`config.mk`:
```
export PLATFORM = sky130hd
export DESIGN_NAME = dma_trace_top
export DESIGN_NICKNAME = d
export VERILOG_FILES = /design/src/source/dma_trace_pkg.sv /design/src/source/dma_trace_if.sv /design/src/source/dma_bus_decode.sv /design/src/source/dma_event_detect.sv /design/src/source/dma_trace_queue.sv /design/src/source/dma_trace_top.sv
export VERILOG_INCLUDE_DIRS = /design/src /design/src/source
export SDC_FILE = /design/constraint.sdc
export NUM_CORES = 2
export LEC_CHECK = 0
export BUFFER_PORTS_ARGS = -buffer_cell sky130_fd_sc_hd__buf_2
export CAP_MARGIN = 20
export CORE_MARGIN = 3
export CORE_UTILIZATION = 30
export DETAILED_ROUTE_END_ITERATION = 8
export GPL_TIMING_DRIVEN = 0
export PLACE_DENSITY = 0.43
export SLEW_MARGIN = 15
export SYNTH_ARGS = -nofsm -noshare
export SYNTH_HDL_FRONTEND = slang
export SYNTH_SLANG_ARGS = --single-unit
```
`constraint.sdc`:
```
create_clock -name hclk -period 10.7 [get_ports hclk]
set_clock_uncertainty 0.05 [all_clocks]
set_input_delay 1.605 -clock hclk [delete_from_list [all_inputs] [get_ports hclk]]
set_output_delay 1.605 -clock hclk [all_outputs]
set_load 0.01 [all_outputs]
```
`src/source/dma_trace_defines.svh`:
```
// ------------------
// Sizing macros for the DMA trace monitor
// Included by the package and by every block that sizes ports or storage
// ------------------
`ifndef DMA_TRACE_DEFINES_SVH
`define DMA_TRACE_DEFINES_SVH

// Channel set of the watched controller
`define DMA_NUM_CHNLS 4
`define DMA_CHNL_BITS 2

// Record queue entries, a power of two of 4 or more
`define TRACE_DEPTH 8

// Saturating lost record counter
`define TRACE_DROP_BITS 8

`endif

```
`src/source/dma_trace_pkg.sv`:
```
// ------------------
// Shared types of the DMA trace monitor
// Controller states, APB register indices and the trace record layout
// ------------------
`include "dma_trace_defines.svh"

package dma_trace_pkg;

  // PL230 controller FSM encoding as seen on dma_ctrl_state
  typedef enum logic [3:0] {
    st_idle    = 4'd0,  st_rd_ctrl = 4'd1,  st_rd_sptr = 4'd2,  st_rd_dptr = 4'd3,
    st_rd_sdat = 4'd4,  st_wr_ddat = 4'd5,  st_wait    = 4'd6,  st_wr_ctrl = 4'd7,
    st_stall   = 4'd8,  st_done    = 4'd9,  st_psgp    = 4'd10, st_xc_ini  = 4'd11,
    st_xc_rdy  = 4'd12, st_xr_sdat = 4'd13, st_xw_ddat = 4'd14, st_resvd   = 4'd15
  } pl230_state_e;

  // APB word index of the control registers
  typedef enum logic [4:0] {
    reg_status, reg_cfg, reg_ctrl_base_ptr, reg_alt_ctrl_base_ptr,
    reg_waitonreq_status, reg_sw_request, reg_useburst_set, reg_useburst_clr,
    reg_req_mask_set, reg_req_mask_clr, reg_enable_set, reg_enable_clr,
    reg_pri_alt_set, reg_pri_alt_clr, reg_priority_set, reg_priority_clr,
    reg_resvd
  } pl230_reg_e;

  // Record kind, also the priority order within one cycle
  typedef enum logic [1:0] {
    kind_mgr = 2'd0,
    kind_ctl = 2'd1,
    kind_req = 2'd2,
    kind_chn = 2'd3
  } trace_kind_e;

  typedef struct packed {
    trace_kind_e                kind;
    logic [4:0]                 code;   // state or register index
    logic [`DMA_CHNL_BITS-1:0]  chnl;
    logic                       alt;    // alternate control half
    logic                       write;
    logic [31:0]                addr;
    logic [31:0]                data;
    logic [31:0]                cycle;
  } trace_rec_t;

endpackage

```
`src/source/dma_trace_if.sv`:
```
// ------------------
// Internal links of the trace monitor
// Bus events feed event detection, records feed the trace queue
// ------------------
`timescale 1ns/10ps

interface bus_evt_if;
  logic                       mgr_done;
  logic [31:0]                mgr_addr;
  logic                       mgr_write;
  logic [31:0]                mgr_data;
  logic                       ctl_hit;
  dma_trace_pkg::pl230_reg_e  ctl_reg;
  logic [11:0]                ctl_addr;
  logic                       ctl_write;
  logic [31:0]                ctl_data;

  modport src (output mgr_done, mgr_addr, mgr_write, mgr_data,
               output ctl_hit, ctl_reg, ctl_addr, ctl_write, ctl_data);
  modport dst (input mgr_done, mgr_addr, mgr_write, mgr_data,
               input ctl_hit, ctl_reg, ctl_addr, ctl_write, ctl_data);
endinterface

interface rec_if;
  // One push bit and one record slot per kind, bit 0 is the manager record
  logic [3:0]                        push;
  dma_trace_pkg::trace_rec_t [3:0]   rec;

  modport src (output push, rec);
  modport dst (input push, rec);
endinterface

```
`src/source/dma_bus_decode.sv`:
```
// ------------------
// Bus front end of the trace monitor
// De-pipelines AHB manager transfers and decodes APB control accesses
// ------------------
`timescale 1ns/10ps

module dma_bus_decode (
  input  logic          hclk,
  input  logic          hresetn,
  // AHB manager bus
  input  logic          hready,
  input  logic [1:0]    htrans,
  input  logic [31:0]   haddr,
  input  logic          hwrite,
  input  logic [2:0]    hsize,
  input  logic [31:0]   hwdata,
  input  logic [31:0]   hrdata,
  // APB control port
  input  logic          pclken,
  input  logic          psel,
  input  logic          penable,
  input  logic          pwrite,
  input  logic [11:0]   paddr,
  input  logic [31:0]   pwdata,
  input  logic [31:0]   prdata,
  bus_evt_if.src        evt
);

  logic          size_word;
  logic          size_half;
  logic [3:0]    lanes_nxt;
  logic          sel_r;
  logic [31:0]   addr_r;
  logic          write_r;
  logic [3:0]    lanes_r;
  logic [31:0]   data_raw;

  // ------------------
  // AHB address phase
  // ------------------
  assign size_word = (hsize == 3'b010);
  assign size_half = (hsize == 3'b001);

  // Byte lanes of the next transfer
  always_comb begin
    for (int i = 0; i < 4; i++) begin
      lanes_nxt[i] = size_word
                   | (size_half & (haddr[1] == i[1]))
                   | (haddr[1:0] == i[1:0]);
    end
  end

  // Data phase pending flag
  always_ff @(posedge hclk or negedge hresetn) begin
    if (!hresetn) begin
      sel_r <= 1'b0;
    end else if (hready) begin
      sel_r <= htrans[1];
    end
  end

  // Address phase attributes held through the data phase
  always_ff @(posedge hclk) begin
    if (hready && htrans[1]) begin
      addr_r  <= haddr;
      write_r <= hwrite;
      lanes_r <= lanes_nxt;
    end
  end

  // ------------------
  // AHB data phase
  // ------------------
  assign data_raw = write_r ? hwdata : hrdata;

  // Unselected lanes read as zero
  always_comb begin
    for (int i = 0; i < 4; i++) begin
      evt.mgr_data[8*i +: 8] = lanes_r[i] ? data_raw[8*i +: 8] : 8'h00;
    end
  end

  assign evt.mgr_done  = sel_r & hready;
  assign evt.mgr_addr  = addr_r;
  assign evt.mgr_write = write_r;

  // ------------------
  // APB control decode
  // ------------------
  assign evt.ctl_hit   = pclken & psel & penable;
  // Word index above 15 is a reserved register
  assign evt.ctl_reg   = (paddr[11:6] != 6'd0) ? dma_trace_pkg::reg_resvd :
                         dma_trace_pkg::pl230_reg_e'({1'b0, paddr[5:2]});
  assign evt.ctl_addr  = paddr;
  assign evt.ctl_write = pwrite;
  assign evt.ctl_data  = pwrite ? pwdata : prdata;

endmodule

```
`src/source/dma_event_detect.sv`:
```
// ------------------
// Event detection of the trace monitor
// Decides which records are due each cycle and fills them in
// ------------------
`timescale 1ns/10ps
`include "dma_trace_defines.svh"

module dma_event_detect (
  input  logic                         hclk,
  input  logic                         hresetn,
  input  logic [`DMA_NUM_CHNLS-1:0]    dma_req,
  input  logic [`DMA_NUM_CHNLS-1:0]    dma_active,
  input  logic [`DMA_NUM_CHNLS-1:0]    dma_done,
  input  logic [`DMA_CHNL_BITS-1:0]    dma_chnl,
  input  dma_trace_pkg::pl230_state_e  dma_ctrl_state,
  bus_evt_if.dst                       evt,
  rec_if.src                           recs
);

  dma_trace_pkg::pl230_state_e  state_r;
  logic [`DMA_NUM_CHNLS-1:0]    req_r;
  logic [`DMA_NUM_CHNLS-1:0]    active_r;
  logic [`DMA_NUM_CHNLS-1:0]    done_r;
  logic [31:0]                  cyc_r;
  logic                         mgr_push;
  logic                         req_push;
  logic                         chn_push;
  logic                         has_addr;

  // States that report on leaving, with no bus transfer of their own
  function automatic logic is_nowait(input dma_trace_pkg::pl230_state_e s);
    return s inside {dma_trace_pkg::st_idle, dma_trace_pkg::st_wait,
                     dma_trace_pkg::st_stall, dma_trace_pkg::st_done,
                     dma_trace_pkg::st_psgp, dma_trace_pkg::st_resvd};
  endfunction

  // Lowest set bit of a one-hot channel vector
  function automatic logic [3:0] low_index(input logic [`DMA_NUM_CHNLS-1:0] vec);
    logic [3:0] idx;
    idx = 4'd0;
    for (int i = `DMA_NUM_CHNLS - 1; i >= 0; i--) begin
      if (vec[i]) idx = 4'(i);
    end
    return idx;
  endfunction

  assign mgr_push = evt.mgr_done | ((dma_ctrl_state != state_r) & is_nowait(state_r));
  assign has_addr = !(is_nowait(state_r) ||
                      state_r inside {dma_trace_pkg::st_xc_ini, dma_trace_pkg::st_xc_rdy});
  assign req_push = (dma_req != req_r);
  assign chn_push = ((active_r != dma_active) & (|dma_active))
                  | ((done_r != dma_done) & (|dma_done));

  assign recs.push = {chn_push, req_push, evt.ctl_hit, mgr_push};

  // ------------------
  // Record contents
  // ------------------
  always_comb begin
    recs.rec = '0;
    // Manager record, code is the state being left
    recs.rec[0].kind  = dma_trace_pkg::kind_mgr;
    recs.rec[0].code  = {1'b0, state_r};
    recs.rec[0].chnl  = dma_chnl;
    recs.rec[0].cycle = cyc_r;
    if (has_addr) begin
      recs.rec[0].alt   = evt.mgr_addr[4 + `DMA_CHNL_BITS];
      recs.rec[0].write = evt.mgr_write;
      recs.rec[0].addr  = evt.mgr_addr;
      recs.rec[0].data  = evt.mgr_data;
    end
    // Control register access
    recs.rec[1].kind  = dma_trace_pkg::kind_ctl;
    recs.rec[1].code  = evt.ctl_reg;
    recs.rec[1].write = evt.ctl_write;
    recs.rec[1].addr  = {20'd0, evt.ctl_addr};
    recs.rec[1].data  = evt.ctl_data;
    recs.rec[1].cycle = cyc_r;
    // Request lines
    recs.rec[2].kind  = dma_trace_pkg::kind_req;
    recs.rec[2].data  = 32'(dma_req);
    recs.rec[2].cycle = cyc_r;
    // Active and done channel summary
    recs.rec[3].kind      = dma_trace_pkg::kind_chn;
    recs.rec[3].data[9]   = |dma_done;
    recs.rec[3].data[8]   = |dma_active;
    recs.rec[3].data[7:4] = low_index(dma_active);
    recs.rec[3].data[3:0] = low_index(dma_done);
    recs.rec[3].cycle     = cyc_r;
  end

  // ------------------
  // Tracking state
  // ------------------
  always_ff @(posedge hclk or negedge hresetn) begin
    if (!hresetn) begin
      state_r  <= dma_trace_pkg::st_idle;
      req_r    <= '0;
      active_r <= '0;
      done_r   <= '0;
      cyc_r    <= '0;
    end else begin
      cyc_r    <= cyc_r + 32'd1;
      active_r <= dma_active;
      done_r   <= dma_done;
      if (mgr_push) state_r <= dma_ctrl_state;
      if (req_push) req_r <= dma_req;
    end
  end

endmodule

```
`src/source/dma_trace_queue.sv`:
```
// ------------------
// Trace record queue
// Takes up to four records a cycle, emits one a cycle, counts overflow
// ------------------
`timescale 1ns/10ps
`include "dma_trace_defines.svh"

module dma_trace_queue (
  input  logic                          hclk,
  input  logic                          hresetn,
  rec_if.dst                            recs,
  output dma_trace_pkg::trace_rec_t     trace_rec,
  output logic                          trace_valid,
  output logic [`TRACE_DROP_BITS-1:0]   trace_drops
);

  localparam int PTR_BITS = $clog2(`TRACE_DEPTH);

  dma_trace_pkg::trace_rec_t   mem [`TRACE_DEPTH];
  logic [PTR_BITS-1:0]         wr_ptr;
  logic [PTR_BITS-1:0]         rd_ptr;
  logic [PTR_BITS:0]           count;
  logic                        pop;
  logic [PTR_BITS+1:0]         space;
  logic [3:0]                  accept;
  logic [PTR_BITS-1:0]         slot [4];
  logic [2:0]                  n_acc;
  logic [2:0]                  n_drop;
  logic [`TRACE_DROP_BITS:0]   drops_sum;

  assign pop = (count != '0);

  // The entry popped this cycle is free for a push at the same edge
  assign space = (PTR_BITS+2)'(`TRACE_DEPTH) - (PTR_BITS+2)'(count) + (PTR_BITS+2)'(pop);

  // ------------------
  // Push compaction
  // ------------------
  // Lowest kind first, each accepted record takes the next free slot
  always_comb begin
    n_acc  = 3'd0;
    n_drop = 3'd0;
    for (int k = 0; k < 4; k++) begin
      accept[k] = 1'b0;
      slot[k]   = wr_ptr + PTR_BITS'(n_acc);
      if (recs.push[k]) begin
        if ((PTR_BITS+2)'(n_acc) < space) begin
          accept[k] = 1'b1;
          n_acc     = n_acc + 3'd1;
        end else begin
          n_drop = n_drop + 3'd1;
        end
      end
    end
  end

  assign drops_sum = {1'b0, trace_drops} + (`TRACE_DROP_BITS+1)'(n_drop);

  // Storage and output record
  always_ff @(posedge hclk) begin
    for (int k = 0; k < 4; k++) begin
      if (accept[k]) mem[slot[k]] <= recs.rec[k];
    end
    if (pop) trace_rec <= mem[rd_ptr];
  end

  // ------------------
  // Pointers and counters
  // ------------------
  always_ff @(posedge hclk or negedge hresetn) begin
    if (!hresetn) begin
      wr_ptr      <= '0;
      rd_ptr      <= '0;
      count       <= '0;
      trace_valid <= 1'b0;
      trace_drops <= '0;
    end else begin
      wr_ptr      <= wr_ptr + PTR_BITS'(n_acc);
      rd_ptr      <= rd_ptr + PTR_BITS'(pop);
      count       <= count - (PTR_BITS+1)'(pop) + (PTR_BITS+1)'(n_acc);
      trace_valid <= pop;
      // Saturate at all ones
      trace_drops <= drops_sum[`TRACE_DROP_BITS] ? '1 : drops_sum[`TRACE_DROP_BITS-1:0];
    end
  end

endmodule

```
`src/source/dma_trace_top.sv`:
```
// ------------------
// DMA trace monitor top level
// Watches the controller buses and emits one trace record per clock at most
// ------------------
`timescale 1ns/10ps
`include "dma_trace_defines.svh"

module dma_trace_top (
  input  logic                         hclk,
  input  logic                         hresetn,
  // AHB manager bus
  input  logic                         hready,
  input  logic [1:0]                   htrans,
  input  logic [31:0]                  haddr,
  input  logic                         hwrite,
  input  logic [2:0]                   hsize,
  input  logic [31:0]                  hwdata,
  input  logic [31:0]                  hrdata,
  // APB control port
  input  logic                         pclken,
  input  logic                         psel,
  input  logic                         penable,
  input  logic                         pwrite,
  input  logic [11:0]                  paddr,
  input  logic [31:0]                  pwdata,
  input  logic [31:0]                  prdata,
  // Controller status
  input  logic [`DMA_NUM_CHNLS-1:0]    dma_req,
  input  logic [`DMA_NUM_CHNLS-1:0]    dma_active,
  input  logic [`DMA_NUM_CHNLS-1:0]    dma_done,
  input  logic [`DMA_CHNL_BITS-1:0]    dma_chnl,
  input  logic [3:0]                   dma_ctrl_state,
  // Trace record stream
  output logic                         trace_valid,
  output logic [1:0]                   trace_kind,
  output logic [4:0]                   trace_code,
  output logic [`DMA_CHNL_BITS-1:0]    trace_chnl,
  output logic                         trace_alt,
  output logic                         trace_write,
  output logic [31:0]                  trace_addr,
  output logic [31:0]                  trace_data,
  output logic [31:0]                  trace_cycle,
  output logic [`TRACE_DROP_BITS-1:0]  trace_drops
);

  bus_evt_if                  u_evt ();
  rec_if                      u_rec ();
  dma_trace_pkg::trace_rec_t  trace_rec;

  dma_bus_decode u_decode (
    .hclk, .hresetn, .hready, .htrans, .haddr, .hwrite, .hsize, .hwdata, .hrdata,
    .pclken, .psel, .penable, .pwrite, .paddr, .pwdata, .prdata,
    .evt (u_evt.src)
  );

  dma_event_detect u_detect (
    .hclk, .hresetn, .dma_req, .dma_active, .dma_done, .dma_chnl,
    .dma_ctrl_state (dma_trace_pkg::pl230_state_e'(dma_ctrl_state)),
    .evt            (u_evt.dst),
    .recs           (u_rec.src)
  );

  dma_trace_queue u_queue (
    .hclk, .hresetn,
    .recs        (u_rec.dst),
    .trace_rec   (trace_rec),
    .trace_valid (trace_valid),
    .trace_drops (trace_drops)
  );

  // Record fields on plain ports
  assign trace_kind  = trace_rec.kind;
  assign trace_code  = trace_rec.code;
  assign trace_chnl  = trace_rec.chnl;
  assign trace_alt   = trace_rec.alt;
  assign trace_write = trace_rec.write;
  assign trace_addr  = trace_rec.addr;
  assign trace_data  = trace_rec.data;
  assign trace_cycle = trace_rec.cycle;

endmodule

```
==> results.yml <==
synth:
  yosysTopAreaCellShare: 0.2482
  synth_edf_count: 448
  ys_seq_area_frac: 0.4836
  ys_warn_count: 0
  yosysMostFrequentCell: "dfxtp_1"
  ys_types: 79
  synth_seq_cells: 1068
  async_flop_share: 0.06367
  synth_top_cell_by_area: "edfxtp_1"
  syn_area_per_cell_um2: 11.79
  synthesis.area_um2: 54190
  synth_commonest_cells: "dfxtp_1, edfxtp_1, mux2i_1"
  syn_nets: 4834
  synthTopCellsByArea: "edfxtp_1, dfxtp_1, mux4_2, mux2i_1, a2111oi_0"
  syn_inst: 4597
  ys.flop_type: "dfxtp_1"
cells_and_area:
  area_growth_pct: 17.44
  stdcell_count: 7540
  layout.nets: 5302
  drive_gt1_frac: 0.2476
setup_path:
  path_cells: "or4_4, inv_1, ha_1, inv_1, ha_1, nand4b_1, a21boi_2, nor3_1, ha_1, nor2b_1, nand2_1, nor3_2, buf_6, nor2_1, xor2_1, ha_1, inv_1, fa_1, xnor2_1, a21oi_4, o211ai_2, clkbuf_1, nand2_4"
  cp_slowest_cell: "clkbuf_1"
  crit_required_ns: 10.99
  crit_path_max_incr_delay_ns: 0.81
  r2r-start: "u_queue.count[3]"
  cp_max_fo: 38
  path_class: "flip-flop to flip-flop"
  rr_worst_depth: 23
  cp.arrival_ns: 8.54
  reg2reg_slack_ns: 2.45
  setup.worst_path.end_class: "flip-flop"
  worstSetupStartpointType: "flip-flop"
  r2r-end: "u_queue.mem[3][12]"
  crit_top_cell: "ha_1"
floorplan:
  ioPinCount: 319
  dieArea_um2: 185800
  die_w_um: 431.0
  core-area_um2: 179000
  initial_core_util: 0.3027
  rows: 155
  die_y_um: 431.0
clocking:
  cts_sinks: 1068
  cts_made_buffers: 134
  cts_tree: "done"
  cts_setup_buffers: 0
  clock_path_buffers: 3
  clock_latency_ns: 0.81
  cts_root_buffer: "clkbuf_16"
  h-tree-depth: 4
  postCtsHoldBufs: 0
  cts-resized-gates: 0
  path_clk_slew_ns: 0.06
placement:
  placed_cells: 7276
  place_congestion: 0.9187
  port_buffers: 298
  post-dp-hpwl_mm: 173.7
detailed_routing:
  drtAntennaViolNets: 0
  vias: 42850
  routed_wl_mm: 242.4
  first_pass_iters: 6
  drtIter0Drc: 4374
  drc: 0
  vias_per_cell: 5.683
  wl_per_cell_um: 32.14
hold_path:
  hold_start: "u_queue.mem[6][106]"
  whs_path_depth: 1
  whs_endpoint: "u_queue.mem[6][106]"
  hold_class: "flip-flop to flip-flop"
timing:
  setup_viol: 0
  period_minus_slack_ns: 8.254
  post-route-period-util: 0.7714
  hold_viol: 0
  rsz0062_at_grt: "no"
  tightest_slew_ns: 1.203
  finalMaxSlewViolations: 0
  max_freq_mhz: 121.2
  relSlewSlack: 0.1753
grt:
  grt_use_total: 0.2548
  grt_max_degree: 48
  grt_overflow_total: 0
  grt_pass1_vias: 43130
  grt_pass1_wl_mm: 337.9
  antenna_found_initial: 30
job:
  maxCapViolations: 0
run_status:
  outcome: "finished clean"
==> per-stage QoR <==
step / util / worst slack, ns / hold WS, ns / area [um2] / setup TNS (ns)
finish: 0.3555 / 2.446 / 0.4460 / 63640 / 0
global route: 0.3554 / 2.062 / 0.4586 / 63620 / 0
CTS: 0.3549 / 2.457 / 0.4458 / 63520 / 0
detailed placement: 0.3305 / 2.102 / 0.4321 / 59170 / 0
global placement: 0.3275 / -3.090 / 0.4204 / 58630 / -1654.50
floorplan: - / 2.269 / 0.4115 / 54190 / 0
==> worst max-delay path: cells and delay by family, from the launching register on <==
| kind | cells | cell delay [ns] |
|---|---|---|
| AND/OR/NAND/NOR | 8 | 3.09 |
| buffers and inverters | 5 | 1.29 |
| adder cells (fa/ha/maj) | 5 | 1.21 |
| AO/OA/AOI/OAI | 3 | 0.94 |
| XOR/XNOR | 2 | 0.69 |
| flip-flops | 1 | 0.43 |
==> state kept, by name (all words and copies together) (netlist names) <==
signal / flops
u_queue.trace_rec: 107
u_queue.wr_ptr: 3
u_queue.trace_valid: 1
u_detect.active_r: 4
u_detect.req_r: 4
u_queue.rd_ptr: 3
u_queue.mem: 856
u_decode.sel_r: 1
u_queue.count: 4
u_decode.evt.mgr_write: 1
u_detect.done_r: 4
u_decode.lanes_r: 4
u_detect.state_r: 4
u_decode.evt.mgr_addr: 32
u_detect.cyc_r: 32
u_queue.trace_drops: 8
==> kinds of logic (layout without fill, tap and decap cells) <==
family / after synthesis / after routing / share of synthesized area
AOI/OAI and AO/OA: 891 / 891 / 0.1265
xor gates and xnor gates: 69 / 69 / 0.01115
other: 0 / 12 / 0
buffers and inverters: 587 / 1163 / 0.04742
DFF: 1068 / 1068 / 0.4836
muxes: 779 / 779 / 0.1972
adders and majority gates: 38 / 38 / 0.009328
and+or+nand+nor: 1165 / 1165 / 0.1249
==> final cells by class <==
cell class	count	area (um2)
Clock buffer	191	3844
Clock inverter	53	510.5
Buffer	556	2476
Multi-Input combinational cell	2942	25530
Tap cell	2355	2947
Sequential cell	1068	26210
Fill cell	17900	115400
Inverter	31	116.4
Timing Repair Buffer	332	1981
Antenna cell	12	30.03
==> metal layers <==
layer / up-vias / global-route usage / wire length, um
li1: 18660 / - / -
met4: 6 / 0.1165 / 12270
met1: 21900 / 0.3316 / 101200
met3: 452 / 0.04965 / 16590
met2: 1834 / 0.4091 / 112200
met5: - / 0 / 34
==> worst max path at each step <==
| stage | end | start | depth (start not counted) | slack (ns) |
|---|---|---|---|---|
| CTS | u_queue.mem[0][15] | u_queue.count[3] | 23 | 2.46 |
| floorplan | u_queue.mem[0][0] | u_queue.count[3] | 23 | 2.27 |
| global placement | u_queue.mem[1][12] | u_queue.count[3] | 23 | -3.09 |
| global route | u_queue.mem[7][13] | u_queue.count[3] | 23 | 2.06 |
| finish | u_queue.mem[3][12] | u_queue.count[3] | 23 | 2.45 |
| detailed placement | u_queue.mem[0][10] | dma_ctrl_state[2] | 20 | 2.10 |
==> cell usage in the layout, fill, tap and decap left out, drive strengths merged, types with 67 or more instances in the layout <==
cell type  netlist  final
a21oi          140    140
nand3           67     67
dfxtp          552    552
a2111oi        320    320
nor3           110    110
mux2i          418    418
edfxtp         448    448
mux2           147    147
and3           149    149
nor4           205    205
a21boi         253    253
dfrtp           68     68
mux4           214    214
a211oi          80     80
buf            248    580
nor2           256    256
clkbuf         308    499
nand2          317    317
Power is left out: the tool's default activity adds up to more than one toggle a clock period on the data nets, which glitch-free logic cannot reach.
